[config.mk]
export PLATFORM = sky130hd
export DESIGN_NAME = pce_loader_top
export DESIGN_NICKNAME = d
export VERILOG_FILES = /design/src/common/ioctl_pkg.sv /design/src/common/cart_pkg.sv /design/src/common/dl_if.sv /design/src/hdl/download_router.sv /design/src/rom_loader/rom_loader.sv /design/src/hdl/cheat_loader.sv /design/src/hdl/cd_data_loader.sv /design/src/hdl/pce_loader_top.sv
export SDC_FILE = /design/constraint.sdc
export NUM_CORES = 1
export LEC_CHECK = 0
export BUFFER_PORTS_ARGS = -buffer_cell sky130_fd_sc_hd__buf_2
export CORE_UTILIZATION = 33
export DETAILED_ROUTE_END_ITERATION = 6
export PLACE_DENSITY_LB_ADDON = 0.1
export SLEW_MARGIN = 20
export SYNTH_ARGS = -nofsm -noshare
export SYNTH_HDL_FRONTEND = slang
export SYNTH_HIERARCHICAL = 1
export SYNTH_SLANG_ARGS = --single-unit
export TNS_END_PERCENT = 50
[constraint.sdc]
create_clock -name clk_sys -period 4.8 [get_ports clk_sys]
set_clock_uncertainty 0.1 [all_clocks]
set_input_delay 0.24 -clock clk_sys [delete_from_list [all_inputs] [get_ports clk_sys]]
set_output_delay 0.24 -clock clk_sys [all_outputs]
set_load 0.01 [all_outputs]
[src/common/ioctl_pkg.sv]
// Download protocol definitions shared by the router and the loaders
// Word, byte address and index widths
// Index codes for cartridge, CD data and cheat downloads
// Data word union with raw and CD header views

`default_nettype none

package ioctl_pkg;

	localparam int IOCTL_WORD_W  = 16;
	localparam int IOCTL_ADDR_W  = 25;
	localparam int IOCTL_INDEX_W = 8;

	// Low six index bits, bit 0 of a cartridge index picks SuperGrafx
	localparam logic [5:0] IDX_CART_MAX = 6'h01;
	localparam logic [5:0] IDX_CD_DATA  = 6'h02;

	// Cheat codes use the full index
	localparam logic [IOCTL_INDEX_W-1:0] IDX_CHEAT = '1;

	// First word of a CD data download
	typedef struct packed {
		logic        dm;
		logic [14:0] len;
	} cd_header_t;

	typedef union packed {
		logic [IOCTL_WORD_W-1:0] raw;
		cd_header_t              hdr;
	} ioctl_word_t;

endpackage

`default_nettype wire

[src/common/cart_pkg.sv]
// Cartridge and cheat definitions
// ROM write address width
// Populous signature blocks, words and bank select bit
// Cheat record layout

`default_nettype none

package cart_pkg;

	localparam int ROM_ADDR_W = 24;

	// 16-byte blocks that carry the signature, one per bank
	localparam logic [ROM_ADDR_W-1:0] SIG_BLOCK_A = 24'h002120;
	localparam logic [ROM_ADDR_W-1:0] SIG_BLOCK_B = 24'h001F20;

	// Expected words at block offsets 6, 8, 10 and 12
	localparam logic [3:0][15:0] SIG_WORDS = {16'h5355, 16'h4F4C, 16'h5550, 16'h4F50};

	// Picks which populous flag a block clears
	localparam int ROM_BANK_BIT = 13;

	localparam int CHEAT_FIELD_W = 32;

	// Fields arrive big endian, the consumer rearranges them
	typedef struct packed {
		logic [CHEAT_FIELD_W-1:0] flags;
		logic [CHEAT_FIELD_W-1:0] address;
		logic [CHEAT_FIELD_W-1:0] compare;
		logic [CHEAT_FIELD_W-1:0] replace;
	} cheat_code_t;

endpackage

`default_nettype wire

[src/common/dl_if.sv]
// Download stream from the router to one loader
// Active, start pulse, word strobe, byte address and data word

`timescale 1ns/1ps
`default_nettype none

interface dl_if;
	import ioctl_pkg::*;

	logic                    active;
	logic                    start;
	logic                    wr;
	logic [IOCTL_ADDR_W-1:0] addr;
	ioctl_word_t             word;

	modport router (output active, start, wr, addr, word);
	modport loader (input active, start, wr, addr, word);

endinterface

`default_nettype wire

[src/hdl/download_router.sv]
// Download router
// Index decode into ROM, cheat and CD data targets
// Registered word stream with per-target active, start and strobe

`timescale 1ns/1ps
`default_nettype none

module download_router (
	input  wire logic                                 clk_sys,
	input  wire logic                                 reset,
	input  wire logic                                 ioctl_download,
	input  wire logic [ioctl_pkg::IOCTL_INDEX_W-1:0]  ioctl_index,
	input  wire logic                                 ioctl_wr,
	input  wire logic [ioctl_pkg::IOCTL_ADDR_W-1:0]   ioctl_addr,
	input  wire logic [ioctl_pkg::IOCTL_WORD_W-1:0]   ioctl_dout,
	dl_if.router                                      rom_dl,
	dl_if.router                                      cheat_dl,
	dl_if.router                                      cd_dl
);
	import ioctl_pkg::*;

	// Target order is {cd, cheat, rom}
	logic [2:0]              sel;
	logic [2:0]              act_q;
	logic [2:0]              start_q;
	logic [2:0]              wr_q;
	logic [IOCTL_ADDR_W-1:0] addr_q;
	ioctl_word_t             word_q;

	assign sel[0] = ioctl_download && (ioctl_index[5:0] <= IDX_CART_MAX);
	assign sel[1] = ioctl_download && (ioctl_index == IDX_CHEAT);
	assign sel[2] = ioctl_download && (ioctl_index[5:0] == IDX_CD_DATA);

	always_ff @(posedge clk_sys) begin
		if (reset) begin
			act_q   <= '0;
			start_q <= '0;
			wr_q    <= '0;
		end else begin
			act_q   <= sel;
			start_q <= sel & ~act_q;
			wr_q    <= sel & {3{ioctl_wr}};
		end
	end

	// Payload follows the host every cycle
	always_ff @(posedge clk_sys) begin
		addr_q     <= ioctl_addr;
		word_q.raw <= ioctl_dout;
	end

	assign rom_dl.active   = act_q[0];
	assign rom_dl.start    = start_q[0];
	assign rom_dl.wr       = wr_q[0];
	assign rom_dl.addr     = addr_q;
	assign rom_dl.word     = word_q;

	assign cheat_dl.active = act_q[1];
	assign cheat_dl.start  = start_q[1];
	assign cheat_dl.wr     = wr_q[1];
	assign cheat_dl.addr   = addr_q;
	assign cheat_dl.word   = word_q;

	assign cd_dl.active    = act_q[2];
	assign cd_dl.start     = start_q[2];
	assign cd_dl.wr        = wr_q[2];
	assign cd_dl.addr      = addr_q;
	assign cd_dl.word      = word_q;

endmodule

`default_nettype wire

[src/rom_loader/rom_loader.sv]
// ROM loader
// Toggle request/acknowledge writes with host back-pressure
// Optional 16-bit bit reversal of each word
// SuperGrafx latch and Populous signature check per bank

`timescale 1ns/1ps
`default_nettype none

module rom_loader (
	input  wire logic                                 clk_sys,
	input  wire logic                                 reset,
	input  wire logic                                 rom_swap,
	input  wire logic                                 mem_wr_ack,
	dl_if.loader                                      dl,
	input  wire logic                                 sgx_sel,
	output logic                                      ioctl_wait,
	output logic                                      mem_wr_req,
	output logic [cart_pkg::ROM_ADDR_W-1:0]           mem_wr_addr,
	output logic [ioctl_pkg::IOCTL_WORD_W-1:0]        mem_wr_data,
	output logic                                      sgx,
	output logic [1:0]                                populous
);
	import ioctl_pkg::*;
	import cart_pkg::*;

	logic [IOCTL_WORD_W-1:0] rom_word;
	logic                    in_sig_block;
	logic                    sig_slot;
	logic [1:0]              sig_idx;

	// Bit 0 trades places with bit 15 and so on
	always_comb begin
		rom_word = dl.word.raw;
		if (rom_swap) begin
			for (int i = 0; i < IOCTL_WORD_W; i++) begin
				rom_word[i] = dl.word.raw[IOCTL_WORD_W-1-i];
			end
		end
	end

	////////////////////////////////////////////////////////////////////
	// Signature lookup on the current write address
	////////////////////////////////////////////////////////////////////

	assign in_sig_block = (mem_wr_addr[ROM_ADDR_W-1:4] == SIG_BLOCK_A[ROM_ADDR_W-1:4]) ||
	                      (mem_wr_addr[ROM_ADDR_W-1:4] == SIG_BLOCK_B[ROM_ADDR_W-1:4]);
	// Offsets 6..12 map to word slots 0..3
	assign sig_idx  = mem_wr_addr[2:1] - 2'd3;
	assign sig_slot = (mem_wr_addr[3:1] >= 3'd3) && (mem_wr_addr[3:1] <= 3'd6);

	always_ff @(posedge clk_sys) begin
		if (reset) begin
			ioctl_wait  <= 1'b0;
			mem_wr_req  <= 1'b0;
			mem_wr_addr <= '0;
			populous    <= 2'b11;
			sgx         <= 1'b0;
		end else if (dl.start) begin
			mem_wr_addr <= '0;
			populous    <= 2'b11;
			sgx         <= sgx_sel;
		end else if (dl.wr && dl.active) begin
			ioctl_wait  <= 1'b1;
			mem_wr_req  <= ~mem_wr_req;
			if (in_sig_block && sig_slot && (rom_word != SIG_WORDS[sig_idx])) begin
				populous[mem_wr_addr[ROM_BANK_BIT]] <= 1'b0;
			end
		end else if (ioctl_wait && (mem_wr_req == mem_wr_ack)) begin
			// Write done, release the host
			ioctl_wait  <= 1'b0;
			mem_wr_addr <= mem_wr_addr + 2'd2;
		end
	end

	always_ff @(posedge clk_sys) begin
		if (dl.wr) begin
			mem_wr_data <= rom_word;
		end
	end

	// Host must hold off while a write is outstanding
	a_no_wr_while_wait: assert property (@(posedge clk_sys) disable iff (reset)
		dl.wr |-> !ioctl_wait);

	a_req_when_idle: assert property (@(posedge clk_sys) disable iff (reset)
		$changed(mem_wr_req) |-> !$past(ioctl_wait));

endmodule

`default_nettype wire

[src/hdl/cheat_loader.sv]
// Cheat loader
// Collects eight words into one cheat record and strobes it out

`timescale 1ns/1ps
`default_nettype none

module cheat_loader (
	input  wire logic            clk_sys,
	input  wire logic            reset,
	dl_if.loader                 dl,
	output cart_pkg::cheat_code_t cheat_code,
	output logic                 cheat_valid
);
	import cart_pkg::*;

	always_ff @(posedge clk_sys) begin
		if (reset) begin
			cheat_valid <= 1'b0;
		end else begin
			cheat_valid <= dl.wr && dl.active && (dl.addr[3:0] == 4'd14);
		end
	end

	// Bottom word first within each field
	always_ff @(posedge clk_sys) begin
		if (dl.wr && dl.active) begin
			case (dl.addr[3:0])
				4'd0:  cheat_code.flags[15:0]    <= dl.word.raw;
				4'd2:  cheat_code.flags[31:16]   <= dl.word.raw;
				4'd4:  cheat_code.address[15:0]  <= dl.word.raw;
				4'd6:  cheat_code.address[31:16] <= dl.word.raw;
				4'd8:  cheat_code.compare[15:0]  <= dl.word.raw;
				4'd10: cheat_code.compare[31:16] <= dl.word.raw;
				4'd12: cheat_code.replace[15:0]  <= dl.word.raw;
				4'd14: cheat_code.replace[31:16] <= dl.word.raw;
				default: ;
			endcase
		end
	end

endmodule

`default_nettype wire

[src/hdl/cd_data_loader.sv]
// CD data loader
// Header parse for data mode and byte length
// Word to byte serialiser, low byte first, with byte count limit

`timescale 1ns/1ps
`default_nettype none

module cd_data_loader (
	input  wire logic  clk_sys,
	input  wire logic  reset,
	dl_if.loader       dl,
	output logic [7:0] cd_data,
	output logic       cd_wr,
	output logic       cd_dm
);
	import ioctl_pkg::*;

	logic                    hdr_seen;
	logic [14:0]             dat_len;
	logic [14:0]             dat_cnt;
	logic                    dat_busy;
	logic                    byte_hi;
	logic [IOCTL_WORD_W-1:0] dat_q;

	always_ff @(posedge clk_sys) begin
		if (reset || dl.start) begin
			hdr_seen <= 1'b0;
			dat_len  <= '0;
			dat_cnt  <= '0;
		end else if (dl.wr && dl.active) begin
			if (!hdr_seen) begin
				cd_dm    <= dl.word.hdr.dm;
				dat_len  <= dl.word.hdr.len;
				dat_cnt  <= '0;
				hdr_seen <= 1'b1;
			end else if (dat_cnt < dat_len) begin
				dat_busy <= 1'b1;
				byte_hi  <= 1'b0;
				dat_q    <= dl.word.raw;
			end
		end

		// Each byte takes two cycles, strobe then gap
		if (dat_busy) begin
			if (!cd_wr) begin
				cd_wr <= 1'b1;
			end else begin
				cd_wr   <= 1'b0;
				byte_hi <= ~byte_hi;
				dat_cnt <= dat_cnt + 15'd1;
				if (byte_hi || (dat_cnt >= dat_len - 15'd1)) begin
					dat_busy <= 1'b0;
				end
			end
		end

		if (reset) begin
			cd_wr    <= 1'b0;
			dat_busy <= 1'b0;
			cd_dm    <= 1'b0;
		end
	end

	assign cd_data = byte_hi ? dat_q[15:8] : dat_q[7:0];

	// A data word must wait until the previous one is fully sent
	a_word_spacing: assert property (@(posedge clk_sys) disable iff (reset)
		(dl.wr && dl.active && hdr_seen) |-> !dat_busy);

endmodule

`default_nettype wire

[src/hdl/pce_loader_top.sv]
// Download side of the console core
// Host download port, ROM memory handshake, cheat and CD data outputs
// Router plus ROM, cheat and CD data loaders

`timescale 1ns/1ps
`default_nettype none

module pce_loader_top (
	input  wire logic                                 clk_sys,
	input  wire logic                                 reset,

	// Host download port
	input  wire logic                                 ioctl_download,
	input  wire logic [ioctl_pkg::IOCTL_INDEX_W-1:0]  ioctl_index,
	input  wire logic                                 ioctl_wr,
	input  wire logic [ioctl_pkg::IOCTL_ADDR_W-1:0]   ioctl_addr,
	input  wire logic [ioctl_pkg::IOCTL_WORD_W-1:0]   ioctl_dout,
	output wire logic                                 ioctl_wait,

	input  wire logic                                 rom_swap,

	// ROM memory write handshake
	output wire logic                                 mem_wr_req,
	input  wire logic                                 mem_wr_ack,
	output wire logic [cart_pkg::ROM_ADDR_W-1:0]      mem_wr_addr,
	output wire logic [ioctl_pkg::IOCTL_WORD_W-1:0]   mem_wr_data,

	output wire logic                                 sgx,
	output wire logic [1:0]                           populous,

	output cart_pkg::cheat_code_t                     cheat_code,
	output wire logic                                 cheat_valid,

	output wire logic [7:0]                           cd_data,
	output wire logic                                 cd_wr,
	output wire logic                                 cd_dm
);

	dl_if rom_dl ();
	dl_if cheat_dl ();
	dl_if cd_dl ();

	download_router u_router (
		.clk_sys        (clk_sys),
		.reset          (reset),
		.ioctl_download (ioctl_download),
		.ioctl_index    (ioctl_index),
		.ioctl_wr       (ioctl_wr),
		.ioctl_addr     (ioctl_addr),
		.ioctl_dout     (ioctl_dout),
		.rom_dl         (rom_dl),
		.cheat_dl       (cheat_dl),
		.cd_dl          (cd_dl)
	);

	rom_loader u_rom (
		.clk_sys     (clk_sys),
		.reset       (reset),
		.rom_swap    (rom_swap),
		.mem_wr_ack  (mem_wr_ack),
		.dl          (rom_dl),
		.sgx_sel     (ioctl_index[0]),
		.ioctl_wait  (ioctl_wait),
		.mem_wr_req  (mem_wr_req),
		.mem_wr_addr (mem_wr_addr),
		.mem_wr_data (mem_wr_data),
		.sgx         (sgx),
		.populous    (populous)
	);

	cheat_loader u_cheat (
		.clk_sys     (clk_sys),
		.reset       (reset),
		.dl          (cheat_dl),
		.cheat_code  (cheat_code),
		.cheat_valid (cheat_valid)
	);

	cd_data_loader u_cd (
		.clk_sys (clk_sys),
		.reset   (reset),
		.dl      (cd_dl),
		.cd_data (cd_data),
		.cd_wr   (cd_wr),
		.cd_dm   (cd_dm)
	);

endmodule

`default_nettype wire

==> results of run 1 <==
## critical path, delay by kind of cell (launching register included)
family | cells | cell delay, ns
flip-flops | 1 | 0.37
XOR/XNOR | 1 | 0.15
AND/OR/NAND/NOR | 4 | 1.04
AO/OA/AOI/OAI | 4 | 0.86
adder cells (fa/ha/maj) | 1 | 0.27
## layer usage
metal	wire [microns]	up-vias	GRT usage, %
met5	0	-	0
met1	12100	3025	22.7
met3	1720	34	3.31
met4	431	0	3.59
met2	10600	198	23.8
li1	-	3127	-
## state kept, by name, summed over array words and instances (netlist names)
register and count:
u_router/act_q 3, u_cd/byte_hi 1, u_rom/ioctl_wait 1, u_rom/populous 2, u_cheat/cheat_code 128, u_rom/mem_wr_data 16
u_cd/dat_len 15, u_cd/hdr_seen 1, u_rom/sgx 1, u_router/wr_q 3, u_router/cd_dl.word 16, u_rom/mem_wr_req 1
u_cd/dat_cnt 15, u_router/start_q 2, u_cheat/cheat_valid 1, u_router/cd_dl.addr 4, u_cd/cd_wr 1, u_rom/mem_wr_addr 23
u_cd/dat_q 16, u_cd/cd_dm 1, u_cd/dat_busy 1
## where the power goes
part	leakage [nW]	total (mW)	switching (mW)	internal [mW]
logic	2.22	0.104	0.0483	0.0554
registers	2.19	2.35	0.0414	2.31
clock network	0.442	2.11	0.888	1.22
## metrics by stage
stage                     instance area, sq um  total power, mW  instances  worst slack, ns
final                                    12700             4.57       1384             1.92
after global routing                     12700             4.73       1383             1.61
after CTS                                12700             4.62       1382             1.88
after detailed placement                 11400             2.49       1291             1.90
after global placement                   11400             2.49       1291             1.93
after floorplan                          10100             2.45        735             2.15
## layout make-up
cell class	count	area (sq um)	share of cell area [%]
Sequential cell	252	6650	52.2
Antenna cell	1	2.50	0.0197
Clock buffer	30	729	5.73
Timing Repair Buffer	258	1500	11.8
Clock inverter	22	191	1.50
Multi-Input combinational cell	402	3050	24.0
Inverter	29	109	0.856
Tap cell	390	488	3.84
## worst max path at each step
stage,cells after the start,start,end,slack [ns]
finish,10,u_cd/dat_len[2]$_SDFFE_PN0P_,u_cd/dat_busy$_SDFF_PP0_,1.92
global route,10,u_cd/dat_len[2]$_SDFFE_PN0P_,u_cd/dat_busy$_SDFF_PP0_,1.61
CTS,10,u_cd/dat_len[2]$_SDFFE_PN0P_,u_cd/dat_busy$_SDFF_PP0_,1.88
detailed placement,10,u_cd/dat_len[2]$_SDFFE_PN0P_,u_cd/dat_busy$_SDFF_PP0_,1.90
global placement,10,u_cd/dat_len[2]$_SDFFE_PN0P_,u_cd/dat_busy$_SDFF_PP0_,1.93
floorplan,10,u_cd/dat_len[2]$_SDFFE_PN0P_,u_cd/dat_busy$_SDFF_PP0_,2.15
==> impl_results.md, run 1 <==
* Cell count after synthesis at 735
* Post-Route WL at 24900 microns
* Vias at 6384
* Initial antenna violation count at 1
* Leak at 4.84 nW
* Cts bufs inserted at 28
* Avg WL per Cell at 18.0 microns
* # resized after CTS at 0
* Reg2Reg Depth at 10
* Hold path cells at 3
* Status: completed
* DRT Pass-1 Iters at 4
* Global-route wire length before repair at 37200 microns
* Post-Syn Area at 10100 sq um
* CTS sink count at 252
* HPWL after detailed placement at 17000 microns
* FF-to-FF setup slack at 1.92 ns
* Critical R2R Launch: u_cd/dat_len[2]$_SDFFE_PN0P_
* Headroom to the max-slew limit at 25.5%
* Fillers at 2842
* Commonest non-fill, non-tap cells in the layout: 216 x buf_2, 160 x edfxtp_1, 92 x dfxtp_1
* Via density at 4.61
* Final min period at 2.88 ns
* Min-delay src: ioctl_index[3]
* Post-route clock period utilization at 60.1%
* Critical path required time at 5.13 ns
* Hold-fix buffers, CTS at 39
* Fin. max-slew vios at 0
* Crit-path slowest cell: nor4_4
* Final Util at 42.6%
* Cells along the critical path: nor4_4 -> nand2_2 -> or4_4 -> xnor2_2 -> ha_1 -> nand2_1 -> o21ai_0 -> a2111oi_0 -> o21ai_0 -> a221oi_1
* Gr usage total at 15.7%
* Post-route DRC violation count at 0
* RD Place Congestion at 0.746
* Hold slack at 0.0362 ns
* Pwr/cell area at 359 nW/um^2
* Row count at 63
* Worst-path fanout max at 6
* H-tree depth at 1
* CTS tree: done
* DRT antenna net count at 0
* Commonest non-fill, non-tap cell in the layout: buf_2
* CP endpoint kind: flip-flop
* Clk_lat worst skew at 0.54 ns
* Max Cap Violations at 0
* Gr ovfl total at 0
* Largest net degree at the start of global routing at 27
* Worst Hold Path EP: u_router/wr_q[1]$_SDFF_PP0_
* CP max stage delay at 0.44 ns
* Placeable Area at 29900 sq um
* Starting density of the core at 33.9%
* Cell mode on critical path: o21ai_0
* I/O pin count at 239
* Crit start category: flip-flop
* Final setup viols at 0
* Count of input and output buffers at 216
* Number of setup buffers added after CTS at 0
* Post-synthesis net count at 829
* WS Path Type: flip-flop to flip-flop
* Worst-path clk slew at 0.06 ns
* DIE HEIGHT at 177 microns
* 1st-iter DRT viols at 340
* Syn. warnings at 6
* R2r endpoint: u_cd/dat_busy$_SDFF_PP0_
* Hold Vio Cnt, Final at 0
* Layout cell share with drive strength beyond 1 at 34.1%
* Syn Area/Cell at 13.8 sq um
* Max Root-Sink Buffers at 3
* Max frequency at 0.347 GHz
* Clock Tree Root: clkbuf_16
* Worst-case vdd ir drop at 257 uV
* TNS Setup at 0 ns
* Vias in the first global route at 6137
* Worst hold path class: input pin to flip-flop
* Die width at 177 microns
* RSZ-0062 raised after global routing: no
* Critical path arrival at 3.22 ns
* Nets at 1065
* Die ar. at 31400 sq um
* Actual slew at the worst max-slew pin at 1.12 ns
* Area Overhead vs Synth at 25.7%
No activity file was read; power rests on OpenSTA's default activity.
==> inputs of run 2 (changes only) <==
==> constraint.sdc (replaced) <==
create_clock -name clk_sys -period 2.5 [get_ports clk_sys]
set_clock_uncertainty 0.1 [all_clocks]
set_input_delay 0.125 -clock clk_sys [delete_from_list [all_inputs] [get_ports clk_sys]]
set_output_delay 0.125 -clock clk_sys [all_outputs]
set_load 0.01 [all_outputs]
==> impl_results.md, run 2 (synthesized netlist as in run 1, its figures left out) <==
* Headroom to the max-slew limit at 57.3%
* Starting density of the core at 33.9%
* Row count at 63
* Status: complete, but fails checks
* Crit path launch: u_cd/dat_len[3]$_SDFFE_PN0P_
* H-tree depth at 1
* Fillers at 2769
* CP endpoint: u_cd/dat_busy$_SDFF_PP0_
* Post-route clock period utilization at 104%
* Critical path required time at 2.86 ns
* Actual slew at the worst max-slew pin at 0.640 ns
* Commonest non-fill, non-tap cells in the layout: 216 x buf_2, 160 x edfxtp_1, 91 x dfxtp_1
* Switching part of the total at 20.4%
* Global-route wire length before repair at 39200 microns
* Leak at 5.19 nW
* Sw power at 1.88 mW
* Die width at 177 microns
* Hold path cells at 2
* Die ar. at 31400 sq um
* Reg2Reg Depth at 12
* Via density at 4.64
* HPWL after detailed placement at 18600 microns
* R2r endpoint: u_cd/dat_busy$_SDFF_PP0_
* CP endpoint kind: flip-flop
* Placeable Area at 29900 sq um
* TNS Setup at -0.102 ns
* DRT Pass-1 Iters at 4
* Vias at 6661
* Worst-case vdd ir drop at 480 uV
* M1 wire length at 12300 microns
* Max Root-Sink Buffers at 3
* Gr usage total at 16.5%
* CTS sink count at 252
* I/O pin count at 239
* Multi-input combinational cell area at 3100 sq um
* Final setup viols at 1
* Final Power at 9.21 mW
* Initial antenna violation count at 1
* Commonest non-fill, non-tap cell in the layout: buf_2
* Final non-filler cell area at 13300 sq um
* Final worst setup slack at -0.102 ns
* # placed instances at 1341
* Hold slack at 0.0476 ns
* Max FFs per register at 128
* Clock share of power at 48.5%
* Clk_lat worst skew at 0.55 ns
* RSZ-0062 raised after global routing: yes
* Int Pwr at 7.32 mW
* Cts bufs inserted at 29
* Pwr/cell area at 695 nW/um^2
* RD Place Congestion at 0.783
* WS Path Type: flip-flop to flip-flop
* DR top layer: met5
* Fin. max-slew vios at 0
* FF-to-FF setup slack at -0.10 ns
* Critical path arrival at 2.97 ns
* Placed Area at 11700 sq um
* Area Overhead vs Synth at 31.0%
* Post-route DRC violation count at 0
* Critical R2R Launch: u_cd/dat_len[3]$_SDFFE_PN0P_
* Worst-path fanout max at 4
* Crit start category: flip-flop
* Worst hold path class: input pin to flip-flop
* DRT antenna net count at 0
* Comb power frac at 2.8%
* Avg WL per Cell at 18.2 microns
* Clock Tree Root: clkbuf_16
* Largest net degree at the start of global routing at 27
* Vias in the first global route at 6467
* Seq pwr share at 48.7%
* Final Util at 44.4%
* Met3 WL at 2050 microns
* CTS tree: done
* Finished Layout Cells at 1436
* 1st-iter DRT viols at 395
* DIE HEIGHT at 177 microns
* Failing checks: setup timing
* Final min period at 2.60 ns
* Gr ovfl total at 0
* Pre-CTS setup slack at -0.190 ns
* Count of input and output buffers at 216
* Nets at 1118
* Ant diodes at 0
* Met2 routed WL at 11400 microns
* Worst-path clk slew at 0.06 ns
* Layout cell share with drive strength beyond 1 at 37.8%
* Post-Route WL at 26100 microns
* Sequential cell area at 6650 sq um
* Hold Vio Cnt, Final at 0
* Max Cap Violations at 0
* Max frequency at 0.384 GHz
## run 2: cell count changes in the layout (fill, tap and decap cells not counted), moves of 4 or more
cell / change
clkinvlp_4: -4
buf_4: +50
bufinv_16: +4
nor2_2: +4
clkbuf_1: +4
## run 2: layout make-up
| type | count | share of cell area [%] |
|---|---|---|
| multi-input combinational | 402 | 23.4 |
| tap | 390 | 3.68 |
| inverter | 29 | 0.821 |
| sequential | 252 | 50.1 |
| clock inverter | 19 | 2.00 |
| timing repair buffer | 310 | 14.3 |
| clock buffer | 34 | 5.62 |
## run 2: power by group through the flow
stage / clock [mW] / sequential, mW / combinational [mW]
finish: 4.46 / 4.49 / 0.258
global route: 4.76 / 4.49 / 0.281
CTS: 4.58 / 4.49 / 0.259
detailed placement: 0 / 4.58 / 0.214
global placement: 0 / 4.58 / 0.216
floorplan: 0 / 4.54 / 0.162
## run 2: worst min-delay path by stage
stage | startpoint | end | slack (ns)
floorplan | ioctl_addr[0] | u_router/cd_dl.addr[0]$_DFF_P_ | 0.05
global placement | ioctl_dout[15] | u_router/cd_dl.word[15]$_DFF_P_ | 0.13
detailed placement | ioctl_dout[0] | u_router/cd_dl.word[0]$_DFF_P_ | 0.13
CTS | rom_swap | u_rom/mem_wr_data[13]$_DFFE_PP_ | 0.02
global route | rom_swap | u_rom/mem_wr_data[5]$_DFFE_PP_ | 0.05
finish | rom_swap | u_rom/mem_wr_data[14]$_DFFE_PP_ | 0.05
## run 2: repair_timing
item,4_1_cts,5_1_grt
hold endpoints to repair,33,0
resized for setup,10,6
buffers inserted,1,0
hold buffers,41,0
endpoints found under the setup margin,18,18
gates cloned,0,0
pin swaps,3,1
## run 2: routing by layer
metal,vias to the layer above,global-route usage [%]
met3,35,3.87
met4,2,3.63
met2,239,25.3
li1,3233,-
met1,3152,23.5
met5,-,0
## run 2: critical path: stages (launching register included)
cell	delay [ns]
dfxtp_2	0.33
nor4_4	0.30
buf_4	0.18
buf_12	0.10
nand3_4	0.10
nor2_2	0.15
xnor2_1	0.13
ha_1	0.26
nand2_1	0.11
nor2_1	0.06
a2111oi_2	0.35
o21ai_1	0.12
a221oi_1	0.23
==> inputs of run 3 (changes only) <==
--- a/config.mk
+++ b/config.mk
@@ -9,6 +9,7 @@
 export CORE_UTILIZATION = 33
 export DETAILED_ROUTE_END_ITERATION = 6
 export PLACE_DENSITY_LB_ADDON = 0.1
+export SKIP_CTS_REPAIR_TIMING = 1
 export SLEW_MARGIN = 20
 export SYNTH_ARGS = -nofsm -noshare
 export SYNTH_HDL_FRONTEND = slang
==> impl_results.md, run 3 (synthesized netlist as in run 1, its figures left out) <==
* Max Cap Violations at 0
* Nets at 1120
* Worst hold path class: input pin to flip-flop
* Global-route wire length before repair at 38500 microns
* Largest net degree at the start of global routing at 27
* CTS sink count at 252
* Worst-path clk slew at 0.06 ns
* Max FFs per register at 128
* RD Place Congestion at 0.783
* Cells along the critical path: nor4_4 -> buf_4 -> buf_6 -> nand3_4 -> nor2_4 -> xnor2_1 -> ha_1 -> nand2_2 -> or4_1 -> o21ai_1 -> a221oi_1
* DRT antenna net count at 0
* CTS tree: done
* Final non-filler cell area at 13300 sq um
* Fin. max-slew vios at 0
* Ant diodes at 0
* Row count at 63
* Placeable Area at 29900 sq um
* Final worst setup slack at -0.155 ns
* Gr ovfl total at 0
* Headroom to the max-slew limit at 58.3%
* CP endpoint kind: flip-flop
* H-tree depth at 1
* Final setup viols at 1
* Vias in the first global route at 6305
* Seq pwr share at 48.8%
* Leak at 5.21 nW
* Clk_lat worst skew at 0.55 ns
* Clock Tree Root: clkbuf_16
* I/O pin count at 239
* Clock share of power at 48.4%
* Comb power frac at 2.8%
* Switching part of the total at 20.4%
* Pwr/cell area at 691 nW/um^2
* Final Power at 9.21 mW
* Crit-path slowest cell: or4_1
* Sw power at 1.88 mW
* Vias at 6670
* RSZ-0062 raised after global routing: yes
* Max Root-Sink Buffers at 3
* WS Path Type: flip-flop to flip-flop
* 1st-iter DRT viols at 377
* CP max stage delay at 0.53 ns
* Worst-case vdd ir drop at 481 uV
* Post-route DRC violation count at 0
* Die width at 177 microns
* Layout cell share with drive strength beyond 1 at 38.5%
* Gr usage total at 16.3%
* Failing checks: setup timing
* Area Overhead vs Synth at 31.6%
* Actual slew at the worst max-slew pin at 0.624 ns
* Int Pwr at 7.32 mW
* Critical path arrival at 2.98 ns
* Post-route clock period utilization at 106%
* Initial antenna violation count at 1
* Via density at 4.64
* Die ar. at 31400 sq um
* Cts bufs inserted at 29
* Worst-path fanout max at 4
* DRT Pass-1 Iters at 4
* Pre-CTS setup slack at -0.190 ns
* Commonest non-fill, non-tap cells in the layout: 216 x buf_2, 160 x edfxtp_1, 90 x dfxtp_1
* Avg WL per Cell at 18.2 microns
* Final Util at 44.6%
* Count of input and output buffers at 216
* HPWL after detailed placement at 18600 microns
* Post-Route WL at 26200 microns
* Critical path required time at 2.83 ns
* Starting density of the core at 33.9%
* Final min period at 2.66 ns
* Placed Area at 11700 sq um
* DIE HEIGHT at 177 microns
* Crit start category: flip-flop
* Status: complete, but fails checks
* Commonest non-fill, non-tap cell in the layout: buf_2
* TNS Setup at -0.155 ns
* Hold Vio Cnt, Final at 0
* Max frequency at 0.377 GHz
-- run 3: cell count changes in the layout (fill, tap and decap cells not counted), sizes merged --
cell and change:
buf +1, dlygate4sd3 +1
-- run 3: critical path, delay by kind of cell (launching register included) --
kind	cells	cell delay, ns
XOR/XNOR	1	0.07
AO/OA/AOI/OAI	2	0.25
flip-flops	1	0.34
buffers and inverters	2	0.29
AND/OR/NAND/NOR	5	1.19
adder cells (fa/ha/maj)	1	0.31
-- run 3: metal layers --
layer	track usage [%]	up-vias	routed length, microns
met2	24.9	225	11400
met1	23.4	3173	12300
li1	-	3235	-
met5	0	-	11
met4	3.63	2	376
met3	3.72	35	2010
-- run 3: area by class of cell --
class | instances | area, sq um
sequential | 252 | 6650
inverter | 29 | 109
timing repair buffer | 312 | 1910
fill | 2755 | 16600
clock buffer | 34 | 744
tap | 390 | 488
clock inverter | 19 | 265
multi-input combinational | 402 | 3150
-- run 3: final timing paths --
path	startpoint	end	slack (ns)	cells after the start
max	u_cd/dat_len[2]$_SDFFE_PN0P_	u_cd/dat_busy$_SDFF_PP0_	-0.16	11
min	rom_swap	u_rom/mem_wr_data[14]$_DFFE_PP_	0.05	2
max reg2reg	u_cd/dat_len[2]$_SDFFE_PN0P_	u_cd/dat_busy$_SDFF_PP0_	-0.16	11
min reg2reg	u_router/act_q[0]$_SDFF_PP0_	u_router/start_q[0]$_SDFF_PP0_	0.36	1
-- run 3: power groups by stage --
| stage | logic [mW] | registers (mW) | clock network [mW] |
|---|---|---|---|
| detailed placement | 0.214 | 4.58 | 0 |
| floorplan | 0.162 | 4.54 | 0 |
| global route | 0.281 | 4.49 | 4.75 |
| CTS | 0.216 | 4.49 | 4.58 |
| global placement | 0.216 | 4.58 | 0 |
| finish | 0.258 | 4.49 | 4.46 |
-- run 3: per-stage QoR --
step	cells	hold WS, ns
2_1_floorplan	735	0.0527
3_3_place_gp	1341	0.128
3_5_place_dp	1341	0.129
4_1_cts	1394	-0.457
5_1_grt	1438	0.0547
6_report	1438	0.0506
